`config.mk`:
```
export PLATFORM = sky130hd
export DESIGN_NAME = cnn_concat_5in
export DESIGN_NICKNAME = d
export VERILOG_FILES = /design/src/concat_pkg.sv /design/src/cnn_concat_5in.sv /design/src/concat_arbiter.sv /design/src/branch_buffer.sv
export SDC_FILE = /design/constraint.sdc
export NUM_CORES = 2
export LEC_CHECK = 0
export ABC_AREA = 1
export BUFFER_PORTS_ARGS = -buffer_cell sky130_fd_sc_hd__buf_2
export CORE_MARGIN = 3
export CORE_UTILIZATION = 50
export CTS_CLUSTER_SIZE = 30
export DETAILED_ROUTE_END_ITERATION = 16
export GPL_ROUTABILITY_DRIVEN = 0
export PLACE_DENSITY = 0.64
export SETUP_SLACK_MARGIN = 0.1
export SYNTH_ARGS = -nofsm -noshare
export SYNTH_HDL_FRONTEND = slang
export SYNTH_SLANG_ARGS = --single-unit
```
`constraint.sdc`:
```
create_clock -name clk -period 3.2 [get_ports clk]
set_input_delay 0.64 -clock clk [delete_from_list [all_inputs] [get_ports clk]]
set_output_delay 0.64 -clock clk [all_outputs]
set_load 0.02 [all_outputs]
```
`src/concat_pkg.sv`:
```
package concat_pkg;

  //////////////////////////////
  // data path sizes

  // pixel word width
  localparam int DATA_WIDTH = 32;

  // branches feeding the concat stage
  localparam int NUM_BRANCH = 5;
  localparam int BRANCH_IDX_WIDTH = 3;

  //////////////////////////////
  // buffering

  // words per branch per frame
  localparam int GROUP_LEN = 4;
  localparam int GRP_CNT_WIDTH = $clog2(GROUP_LEN);

  // per-branch fifo, power of two so pointers wrap for free
  localparam int FIFO_DEPTH = 16;
  localparam int PTR_WIDTH = 4;

  // occupancy needs one extra bit to hold FIFO_DEPTH itself
  localparam int CNT_WIDTH = PTR_WIDTH + 1;

  //////////////////////////////
  // types

  // one pixel
  typedef logic [DATA_WIDTH-1:0] data_t;

  // branch number, 0 is branch 1 of the top level
  typedef logic [BRANCH_IDX_WIDTH-1:0] branch_idx_t;

  // arbiter fsm
  // wait for current branch req, stream its group, then close the handshake
  typedef enum logic [1:0] {
    ARB_WAIT_REQ = 2'd0,
    ARB_STREAM   = 2'd1,
    ARB_RELEASE  = 2'd2
  } arb_state_t;

endpackage
```
`src/cnn_concat_5in.sv`:
```
`timescale 1ns/1ps

module cnn_concat_5in (
  input  logic                              clk,
  input  logic                              reset,
  input  logic                              valid_in_no1,
  input  concat_pkg::data_t                 in_no1,
  input  logic                              valid_in_no2,
  input  concat_pkg::data_t                 in_no2,
  input  logic                              valid_in_no3,
  input  concat_pkg::data_t                 in_no3,
  input  logic                              valid_in_no4,
  input  concat_pkg::data_t                 in_no4,
  input  logic                              valid_in_no5,
  input  concat_pkg::data_t                 in_no5,
  output concat_pkg::data_t                 out,
  output logic                              valid_out,
  output concat_pkg::branch_idx_t           out_branch,
  output logic                              last_out,
  output logic [concat_pkg::NUM_BRANCH-1:0] overflow
);

  import concat_pkg::*;

  //////////////////////////////
  // buffer to arbiter wiring

  // one bit per branch, bit 0 is branch 1
  logic [NUM_BRANCH-1:0] req;
  logic [NUM_BRANCH-1:0] ack;
  logic [NUM_BRANCH-1:0] pop;

  // fifo heads
  data_t rd_data0;
  data_t rd_data1;
  data_t rd_data2;
  data_t rd_data3;
  data_t rd_data4;

  //////////////////////////////
  // per-branch buffers

  // branch 1
  branch_buffer buf_no1 (
    .clk      (clk),
    .reset    (reset),
    .valid_in (valid_in_no1),
    .in       (in_no1),
    .pop      (pop[0]),
    .ack      (ack[0]),
    .req      (req[0]),
    .rd_data  (rd_data0),
    .overflow (overflow[0])
  );

  // branch 2
  branch_buffer buf_no2 (
    .clk      (clk),
    .reset    (reset),
    .valid_in (valid_in_no2),
    .in       (in_no2),
    .pop      (pop[1]),
    .ack      (ack[1]),
    .req      (req[1]),
    .rd_data  (rd_data1),
    .overflow (overflow[1])
  );

  // branch 3
  branch_buffer buf_no3 (
    .clk      (clk),
    .reset    (reset),
    .valid_in (valid_in_no3),
    .in       (in_no3),
    .pop      (pop[2]),
    .ack      (ack[2]),
    .req      (req[2]),
    .rd_data  (rd_data2),
    .overflow (overflow[2])
  );

  // branch 4
  branch_buffer buf_no4 (
    .clk      (clk),
    .reset    (reset),
    .valid_in (valid_in_no4),
    .in       (in_no4),
    .pop      (pop[3]),
    .ack      (ack[3]),
    .req      (req[3]),
    .rd_data  (rd_data3),
    .overflow (overflow[3])
  );

  // branch 5, its last word ends the frame
  branch_buffer buf_no5 (
    .clk      (clk),
    .reset    (reset),
    .valid_in (valid_in_no5),
    .in       (in_no5),
    .pop      (pop[4]),
    .ack      (ack[4]),
    .req      (req[4]),
    .rd_data  (rd_data4),
    .overflow (overflow[4])
  );

  //////////////////////////////
  // ordered merge onto the output

  concat_arbiter arb (
    .clk        (clk),
    .reset      (reset),
    .req        (req),
    .rd_data0   (rd_data0),
    .rd_data1   (rd_data1),
    .rd_data2   (rd_data2),
    .rd_data3   (rd_data3),
    .rd_data4   (rd_data4),
    .ack        (ack),
    .pop        (pop),
    .out        (out),
    .valid_out  (valid_out),
    .out_branch (out_branch),
    .last_out   (last_out)
  );

endmodule

```
`src/concat_arbiter.sv`:
```
`timescale 1ns/1ps

module concat_arbiter (
  input  logic                              clk,
  input  logic                              reset,
  input  logic [concat_pkg::NUM_BRANCH-1:0] req,
  input  concat_pkg::data_t                 rd_data0,
  input  concat_pkg::data_t                 rd_data1,
  input  concat_pkg::data_t                 rd_data2,
  input  concat_pkg::data_t                 rd_data3,
  input  concat_pkg::data_t                 rd_data4,
  output logic [concat_pkg::NUM_BRANCH-1:0] ack,
  output logic [concat_pkg::NUM_BRANCH-1:0] pop,
  output concat_pkg::data_t                 out,
  output logic                              valid_out,
  output concat_pkg::branch_idx_t           out_branch,
  output logic                              last_out
);

  import concat_pkg::*;

  //////////////////////////////
  // grant state

  arb_state_t               state;
  // branch in turn moves on only once its ack is down
  branch_idx_t              cur;
  branch_idx_t              next_branch;
  logic [GRP_CNT_WIDTH-1:0] pop_cnt;

  logic  group_done;
  logic  frame_end;
  data_t sel_data;

  // one-hot of the branch acked last
  // seeds to branch 5 so that branch 1 comes first
  logic [NUM_BRANCH-1:0] last_grant;

  // last pop of the current group
  assign group_done = (state == ARB_STREAM) && (pop_cnt == GRP_CNT_WIDTH'(GROUP_LEN - 1));

  // branch 5 closes the frame
  assign frame_end = group_done && (cur == branch_idx_t'(NUM_BRANCH - 1));

  // fixed channel order 0..4 then wrap
  assign next_branch = (cur == branch_idx_t'(NUM_BRANCH - 1)) ? '0 : cur + 1'b1;

  // one pop per cycle on the acked branch while streaming
  assign pop = (state == ARB_STREAM) ? ack : '0;

  //////////////////////////////
  // fsm
  // group to group spacing is 3 cycles
  // release cycle, ack low cycle, then next ack with its first pop

  always_ff @(posedge clk) begin
    if (reset) begin
      state   <= ARB_WAIT_REQ;
      cur     <= '0;
      ack     <= '0;
      pop_cnt <= '0;
    end else begin
      case (state)
        ARB_WAIT_REQ: begin
          // later branches may be ready but still wait their turn
          if (req[cur]) begin
            ack     <= NUM_BRANCH'(1) << cur;
            pop_cnt <= '0;
            state   <= ARB_STREAM;
          end
        end
        ARB_STREAM: begin
          pop_cnt <= pop_cnt + 1'b1;
          if (group_done) begin
            state <= ARB_RELEASE;
          end
        end
        ARB_RELEASE: begin
          // wait for the buffer to drop req after its last pop
          if (!req[cur]) begin
            ack   <= '0;
            cur   <= next_branch;
            state <= ARB_WAIT_REQ;
          end
        end
        default: begin
          state <= ARB_WAIT_REQ;
        end
      endcase
    end
  end

  //////////////////////////////
  // shared read bus

  always_comb begin
    case (cur)
      3'd0:    sel_data = rd_data0;
      3'd1:    sel_data = rd_data1;
      3'd2:    sel_data = rd_data2;
      3'd3:    sel_data = rd_data3;
      3'd4:    sel_data = rd_data4;
      default: sel_data = '0;
    endcase
  end

  // word popped in cycle t shows on out in t+1
  always_ff @(posedge clk) begin
    if (|pop) begin
      out        <= sel_data;
      out_branch <= cur;
    end
  end

  always_ff @(posedge clk) begin
    if (reset) begin
      valid_out <= 1'b0;
      last_out  <= 1'b0;
    end else begin
      valid_out <= |pop;
      last_out  <= frame_end;
    end
  end

  //////////////////////////////
  // checks

  // remember the most recent grant
  always_ff @(posedge clk) begin
    if (reset) begin
      last_grant <= NUM_BRANCH'(1) << (NUM_BRANCH - 1);
    end else if (ack != '0) begin
      last_grant <= ack;
    end
  end

  // one grant at a time on the shared bus
  a_ack_onehot: assert property (@(posedge clk) disable iff (reset)
    $onehot0(ack));

  // a new ack goes to the branch right after the last one granted
  a_ack_in_order: assert property (@(posedge clk) disable iff (reset)
    ((ack & ~$past(ack)) != '0) |->
      (ack == {last_grant[NUM_BRANCH-2:0], last_grant[NUM_BRANCH-1]}));

endmodule

```
`src/branch_buffer.sv`:
```
`timescale 1ns/1ps

module branch_buffer (
  input  logic              clk,
  input  logic              reset,
  input  logic              valid_in,
  input  concat_pkg::data_t in,
  input  logic              pop,
  input  logic              ack,
  output logic              req,
  output concat_pkg::data_t rd_data,
  output logic              overflow
);

  import concat_pkg::*;

  //////////////////////////////
  // storage

  data_t                    mem [FIFO_DEPTH];
  logic [PTR_WIDTH-1:0]     wr_ptr;
  logic [PTR_WIDTH-1:0]     rd_ptr;
  logic [CNT_WIDTH-1:0]     count;

  // words handed to the arbiter in the current grant
  logic [GRP_CNT_WIDTH-1:0] sent;

  logic full;
  logic empty;
  logic wr_en;
  logic rd_en;
  logic last_pop;

  assign full  = (count == CNT_WIDTH'(FIFO_DEPTH));
  assign empty = (count == '0);

  // no input stall, a word hitting a full buffer is just lost
  assign wr_en = valid_in && !full;
  assign rd_en = pop && !empty;

  // final pop of this group
  assign last_pop = rd_en && ack && (sent == GRP_CNT_WIDTH'(GROUP_LEN - 1));

  always_ff @(posedge clk) begin
    if (wr_en) begin
      mem[wr_ptr] <= in;
    end
  end

  // head of fifo, valid whenever not empty
  assign rd_data = mem[rd_ptr];

  //////////////////////////////
  // pointers and occupancy

  always_ff @(posedge clk) begin
    if (reset) begin
      wr_ptr <= '0;
      rd_ptr <= '0;
      count  <= '0;
    end else begin
      // pointers wrap at FIFO_DEPTH
      if (wr_en) begin
        wr_ptr <= wr_ptr + 1'b1;
      end
      if (rd_en) begin
        rd_ptr <= rd_ptr + 1'b1;
      end
      // write plus pop in one cycle keeps count
      case ({wr_en, rd_en})
        2'b10:   count <= count + 1'b1;
        2'b01:   count <= count - 1'b1;
        default: count <= count;
      endcase
    end
  end

  //////////////////////////////
  // buffer side of req/ack

  always_ff @(posedge clk) begin
    if (reset) begin
      sent <= '0;
    end else if (!ack) begin
      sent <= '0;
    end else if (rd_en) begin
      // wraps back to 0 on the last pop
      sent <= sent + 1'b1;
    end
  end

  always_ff @(posedge clk) begin
    if (reset) begin
      req <= 1'b0;
    end else if (last_pop) begin
      // drop req one cycle after the last pop
      req <= 1'b0;
    end else if (!req && !ack && (count >= CNT_WIDTH'(GROUP_LEN))) begin
      // a whole group is stored and previous ack is gone
      req <= 1'b1;
    end
  end

  // sticky loss flag
  always_ff @(posedge clk) begin
    if (reset) begin
      overflow <= 1'b0;
    end else if (valid_in && full) begin
      overflow <= 1'b1;
    end
  end

  //////////////////////////////
  // checks

  // arbiter only pops the buffer it granted
  a_pop_with_ack: assert property (@(posedge clk) disable iff (reset)
    pop |-> ack);

  // a grant never drains more than what was stored when req rose
  a_pop_not_empty: assert property (@(posedge clk) disable iff (reset)
    pop |-> !empty);

  // arbiter has released this buffer before a new request
  a_req_rise_idle: assert property (@(posedge clk) disable iff (reset)
    $rose(req) |-> !ack);

endmodule

```
==> After elaboration in Yosys (flattened, before gate mapping) <==
Memories as Yosys holds them, arrays and structs flattened. A register that Yosys moved wholly into a read port is not among the register bits.
Index checks and enable logic that the tools add are counted.
{ "op_classes": {"muxes": 39, "eq_ne": 30, "div_mod_pow": 0, "n_addsub": 27, "n_lt_le_gt_ge": 6, "reduce_logical": 86, "bitwise": 6, "n_mul": 0, "n_shift": 1} }
{ "ops": {"columns": ["operator", "count"], "rows": [
  ["$pmux 32 s5", 1],
  ["$pmux 5 s2", 6],
  ["$add 4x1->4 const B", 10],
  ["$mux 4", 10],
  ["$logic_and 1x1->1", 37],
  ["$add 5x1->5 const B", 5],
  ["$eq 5x5->1 const B", 5],
  ["$ge 5x3->1 const B", 5],
  ["$logic_not 5->1", 5],
  ["$sub 5x1->5 const B", 5],
  ["$eq 2x2->1 const B", 12],
  ["$logic_not 1->1", 20],
  ["$reduce_or 2->1", 10],
  ["$mux 5", 3],
  ["$reduce_bool 2->1", 7],
  ["$add 2x1->2 const B", 6],
  ["$eq 2x1->1 const B", 6],
  ["$mux 1", 11],
  ["$mux 2", 4],
  ["$eq 3x2->1 const B", 2],
  ["$not 1->1", 6],
  ["$pmux 2 s3", 1],
  ["$reduce_and 3->1", 2],
  ["$reduce_or 5->1", 1],
  ["other kinds (13)", 15]
]} }
{ "word_totals": {"ram_bits": 2560, "input_bits": 167, "memories": 5, "output_inout_bits": 42, "ff_bits": 134, "latch_bits": 0, "word_cells": 238, "mem_bits_ro": 0} }
{ "memory_table": {"columns": ["memory", "words", "word_bits", "read_ports", "rd_clocked_by_memory_dff", "wr", "line_no", "text"], "rows": [
  ["buf_no1.mem", 16, 32, 1, 1, 1, "branch_buffer.sv:20", "data_t mem [FIFO_DEPTH];"],
  ["buf_no2.mem", 16, 32, 1, 1, 1, "branch_buffer.sv:20", null],
  ["buf_no3.mem", 16, 32, 1, 1, 1, "branch_buffer.sv:20", null],
  ["buf_no4.mem", 16, 32, 1, 1, 1, "branch_buffer.sv:20", null],
  ["buf_no5.mem", 16, 32, 1, 1, 1, "branch_buffer.sv:20", null]
]} }

==> Longest topological paths before layout <==
{ "logic_depth": {"ltp_word": 6, "mapped_depth": 15, "ltp_nobuf": 14} }

==> By module <==
Synthesis repeated with hierarchy kept, for this count alone.
{ "hier_totals": {"hier_cells": 9205, "area_unflattened_um2": 114205.8} }
{ "modules_own_cells": {"columns": ["mod", "seq_area_each_um2", "instances", "area_each_um2", "cells_each"], "rows": [
  ["branch_buffer at buf_no4 ...", 15795.1, 2, 22605.4, 1770],
  ["branch_buffer at buf_no2", 15795.1, 1, 22044.9, 1773],
  ["branch_buffer at buf_no1", 15795.1, 1, 22037.4, 1770],
  ["branch_buffer at buf_no3", 15795.1, 1, 22012.4, 1770],
  ["concat_arbiter", 1331.3, 1, 2900.3, 352]
]} }

==> Worst setup path after synthesis <==
Ideal clock, no wire load.
{ "synth_path": {"kind": "input to register", "start": "in valid_in_no2", "end": "mem buf_no2.mem[11][0] (netlist name) (enable)", "t_arrival_ns": 2.371, "path_slack_ns": 0.408, "setup_time_ns": 0.421, "stages": 4, "n_path_buf": 0, "required_ns": 2.779, "path_cell_list": "nand2_1 -> inv_1 -> nand2_1 -> nor2_1"} }
{ "synth_between": {"elab_chain_len": 3} }
{ "synth_rtl": {"columns": ["element", "line_no", "text"], "rows": [
  ["start, declared", "cnn_concat_5in.sv:8", "input logic valid_in_no2,"],
  ["$logic_and 1x1->1", "branch_buffer.sv:38", "assign wr_en = valid_in && !full;"],
  ["$mux 1", "branch_buffer.sv:45", "if (wr_en) begin"],
  ["$mux 1 (not written as such)", "branch_buffer.sv:46", "mem[wr_ptr] <= in;"],
  ["end, declared", "branch_buffer.sv:20", null]
]} }
Every way passes these cells.

==> Worst setup path after layout <==
{ "layout_path": {"start": "reg buf_no1.count[2]", "end": "reg buf_no1.count[4]"} }
{ "layout_between": {"elab_chain_len": 5, "word_cells_on_any_way": 12, "cone_classes": "add/sub: 2; eq/ne: 3; mux: 1; reduce/logical: 6"} }
{ "layout_rtl": {"columns": ["element", "line_no", "text"], "rows": [
  ["start, declared", "branch_buffer.sv:23", "logic [CNT_WIDTH-1:0] count;"],
  ["start signal, assigned", "branch_buffer.sv:71", "2'b10: count <= count + 1'b1;"],
  ["start signal, assigned", "branch_buffer.sv:72", "2'b01: count <= count - 1'b1;"],
  ["start signal, assigned", "branch_buffer.sv:73", "default: count <= count;"],
  ["$eq 5x5->1 / $logic_not 5->1 (equally long branches)", "branch_buffer.sv:34, branch_buffer.sv:35", null],
  ["$logic_not 1->1 (on tied branches)", "branch_buffer.sv:38, branch_buffer.sv:39", null],
  ["$logic_and 1x1->1 (on tied branches)", "branch_buffer.sv:38, branch_buffer.sv:39", null],
  ["$eq 2x1->1 / $eq 2x2->1 (equally long branches)", "branch_buffer.sv:70", "case ({wr_en, rd_en})"],
  ["$pmux 5 s2 / $reduce_bool 2->1 (equally long branches)", null, null]
]} }
Several ways; a longest one is shown, not always the timed one.
A chain may end at the register's enable or synchronous reset.

==> flow_metrics.py <==
metrics = {
    "run_status": {
        "status": "complete, no violations",
    },
    "cts": {
        "cts_tree": "done",
        "insertion_delay_ns": 0.95,
        "root_buffer": "clkbuf_16",
        "cts-htree-levels": 5,
        "clockBufferDepth": 4,
        "cts_buffers": 300,
        "postCtsSetupRepairBufs": 0,
        "cts_resized": 0,
        "cts.sink_count": 2714,
        "cts.reportedPaths.clkPinSlew_ns": 0.06,
    },
    "finish": {
        "finalNetCount": 11100,
        "syn_to_final_growth_pct": 13.4,
        "fillers": 18600,
        "drive_above_1_share_pct": 8.97,
        "fin_util_pct": 57.2,
        "fin_cells": 14100,
    },
    "worst_setup_path": {
        "crit_path_end_kind": "register",
        "crit_slowest_cell": "nand2_1",
        "crit_chain": "nor2_1 > nand4_1 > nand2_1 > ha_1 > xor2_1 > ha_1 > a21o_1 > nand3_1 > nand2_1 > xor2_1 > nand2_1 > a21oi_1",
        "r2r_cells": 12,
        "cp_common_cell": "nand2_1",
        "r2r_slack_ns": 0.42,
        "worstSetupStartpointType": "register",
        "cp.arrival_ns": 3.62,
        "path_max_fanout": 6,
        "r2r-start": "buf_no1.count[2]",
        "cp.required_ns": 4.04,
        "worstSetupPathType": "reg -> reg",
        "timing.rr.end": "buf_no1.count[4]",
        "max_stage_delay_ns": 0.44,
    },
    "logic_synthesis": {
        "synth_area_per_cell_um2": 10.6,
        "synth.most_common_cell": "nand2_1",
        "ys_warn_count": 0,
        "yosys.area_share.xor_xnor_pct": 0.216,
        "synthTopCellsByArea": "edfxtp_1 69%, nand2_1 12%, nor2_1 4.3%, nand3_1 3.4%, inv_1 2.8%",
        "seq_area_frac_synth_pct": 70.6,
        "synth_fa_ha_area_share_pct": 0.616,
        "syn_inst": 10700,
        "synth-compound-area-share_pct": 4.03,
        "synth_top_family_by_area": "simple AND/OR/NAND/NOR gates",
        "ys_types": 29,
        "synth-simple-area-share_pct": 19.3,
        "synth.mux.area_fraction_pct": 0,
        "ys_ff_latch": 2714,
        "synth-edff-count": 2595,
        "synth-main-ff-cell": "edfxtp_1",
        "synth_top_area_cell": "edfxtp_1",
        "async_flop_share_pct": 0,
        "synth_common_cells": "3492 x nand2_1, 2595 x edfxtp_1, 1299 x nor2_1",
        "synth_nets": 10900,
        "synth_top_area_share_pct": 68.5,
        "syn_area_mm2": 0.114,
    },
    "routing": {
        "dr.pass1.iters": 5,
        "drcViolationCount": 0,
        "vias_per_cell": 5.43,
        "wl_um": 307000,
        "drt-initial-drc-count": 8061,
        "wl_per_cell_um": 21.7,
        "drtAntennaViolNets": 0,
        "vias": 76800,
    },
    "floorplanning": {
        "start_util_pct": 50.4,
        "die_w_um": 483,
        "die_area_mm2": 0.233,
        "core_mm2": 0.226,
        "dieHeight_um": 483,
        "rows": 174,
        "pin_count": 209,
    },
    "timing": {
        "finalSetupViolations": 0,
        "hold_viol": 0,
        "fmax_mhz": 360,
        "fin_crit_ns": 2.78,
        "timing.hold.ws_ns": 0.0672,
        "slew_headroom_pct": 44.1,
        "rsz0062_at_grt": "false",
        "fin_crit_sh_pct": 86.9,
        "tns_ns": 0,
        "clock_skew_ns": 0.0562,
        "final_max_slew_viol_count": 0,
        "tightest_slew_ns": 0.838,
    },
    "placed_design": {
        "portBuffers": 208,
        "dpl.hpwl_um": 180000,
        "dp.cells": 13600,
    },
    "worst_hold_path": {
        "hold_path_end": "buf_no2.mem[12][6]",
        "hold_class": "in -> reg",
        "hold_path_depth": 1,
        "min-delay-start": "in_no2[6]",
    },
    "global_route": {
        "grt_max_degree": 151,
        "globalRouteOverflowTotal": 0,
        "grt_pass1_vias": 73200,
        "antenna_found_initial": 41,
        "grt_pass1_wl_um": 458000,
        "grt_usage_pct": 26.2,
    },
    "power_and_ir_drop": {
        "power.density_mw_per_mm2": 575,
        "irDropWorstVdd_v": 0.000616,
        "p_leak_nw": 50.7,
    },
    "run": {
        "cap_viol_max_count": 0,
    },
}
-- layout make-up --
class / instances / area [um2] / share of cell area [%]
Antenna cell: 15 / 37.5 / 0.0291
Clock buffer: 376 / 8030 / 6.23
Clock inverter: 143 / 1110 / 0.864
Inverter: 872 / 3310 / 2.57
Multi-Input combinational cell: 6559 / 28100 / 21.8
Sequential cell: 2714 / 80400 / 62.3
Tap cell: 2992 / 3740 / 2.90
Timing Repair Buffer: 478 / 4250 / 3.30
-- state kept, by name (all words and copies together), names as in the netlist, 32 cells and up, named ones only --
| name | cells |
|---|---|
| buf_no4.mem | 512 |
| buf_no1.mem | 512 |
| buf_no2.mem | 512 |
| buf_no3.mem | 512 |
| buf_no5.mem | 512 |
| arb.out | 32 |
-- placed cells by master (no fill, tap or decap), drive strengths merged --
cell type,synthesis,layout
clkinv,2,119
ha,56,56
a21o,5,5
a21oi,99,99
a31oi,1,1
clkinvlp,0,7
edfxtp,2595,2595
dfxtp,119,119
dlygate4sd3,0,2
o21ai,741,741
nand3b,1,1
nor3,7,7
nand2,3492,3492
inv,870,874
diode,0,15
o211ai,32,32
bufinv,0,15
o21bai,5,5
xor2,28,28
clkbuf,208,376
nor2,1299,1299
or2,1,1
nand3,771,771
o21a,2,2
a211oi,5,5
buf,346,476
nand4,14,14
-- timing repair --
action                                  CTS  global route
endpoints found under the setup margin    0             0
hold buffers                              2             0
endpoints found under the hold margin     2             0
-- routing by layer --
layer	wire (um)	track usage [%]	vias to the layer above
met5	195	0	-
met4	11200	9.54	24
met3	26800	5.04	588
met2	140000	40.8	3160
met1	129000	36.8	37100
li1	-	-	36000
-- stage by stage --
step,instance area (um2),total power [W],setup WS (ns)
after floorplan,114000,0.0412,0.408
after global placement,120000,0.0423,0.490
after detailed placement,120000,0.0424,0.431
after CTS,129000,0.0746,0.426
after global routing,129000,0.0763,0.167
final,129000,0.0741,0.420
-- worst max-delay path by stage --
stage               cells past startpoint                 end        startpoint  slack (ns)
floorplan                               4  buf_no2.mem[11][0]      valid_in_no2        0.41
global placement                       13         arb.out[18]          register        0.49
detailed placement                     11    buf_no1.count[4]      valid_in_no1        0.43
CTS                                    13    buf_no1.count[4]      arb.state[0]        0.43
global route                           14    buf_no1.count[4]      arb.state[1]        0.17
finish                                 12    buf_no1.count[4]  buf_no1.count[2]        0.42
-- kinds of logic after synthesis --
| kind of cell | count (synthesis) |
|---|---|
| compound gates | 890 |
| simple gates | 5585 |
| xor+xnor | 28 |
| flops | 2714 |
| fa+ha+maj | 56 |
| buf+inv | 1426 |
-- power by group --
part / switching, W / internal (W)
sequential: 0.000137 / 0.0394
combinational: 0.00164 / 0.000524
clock: 0.0135 / 0.0189
-- worst max-delay path, delay by kind of cell (launching register included) --
family	cells	cell delay (ns)
xor+xnor	2	0.43
compound gates	2	0.25
simple gates	6	1.09
fa+ha+maj	2	0.58
flops	1	0.34
Power figures use the tool's default switching activity.
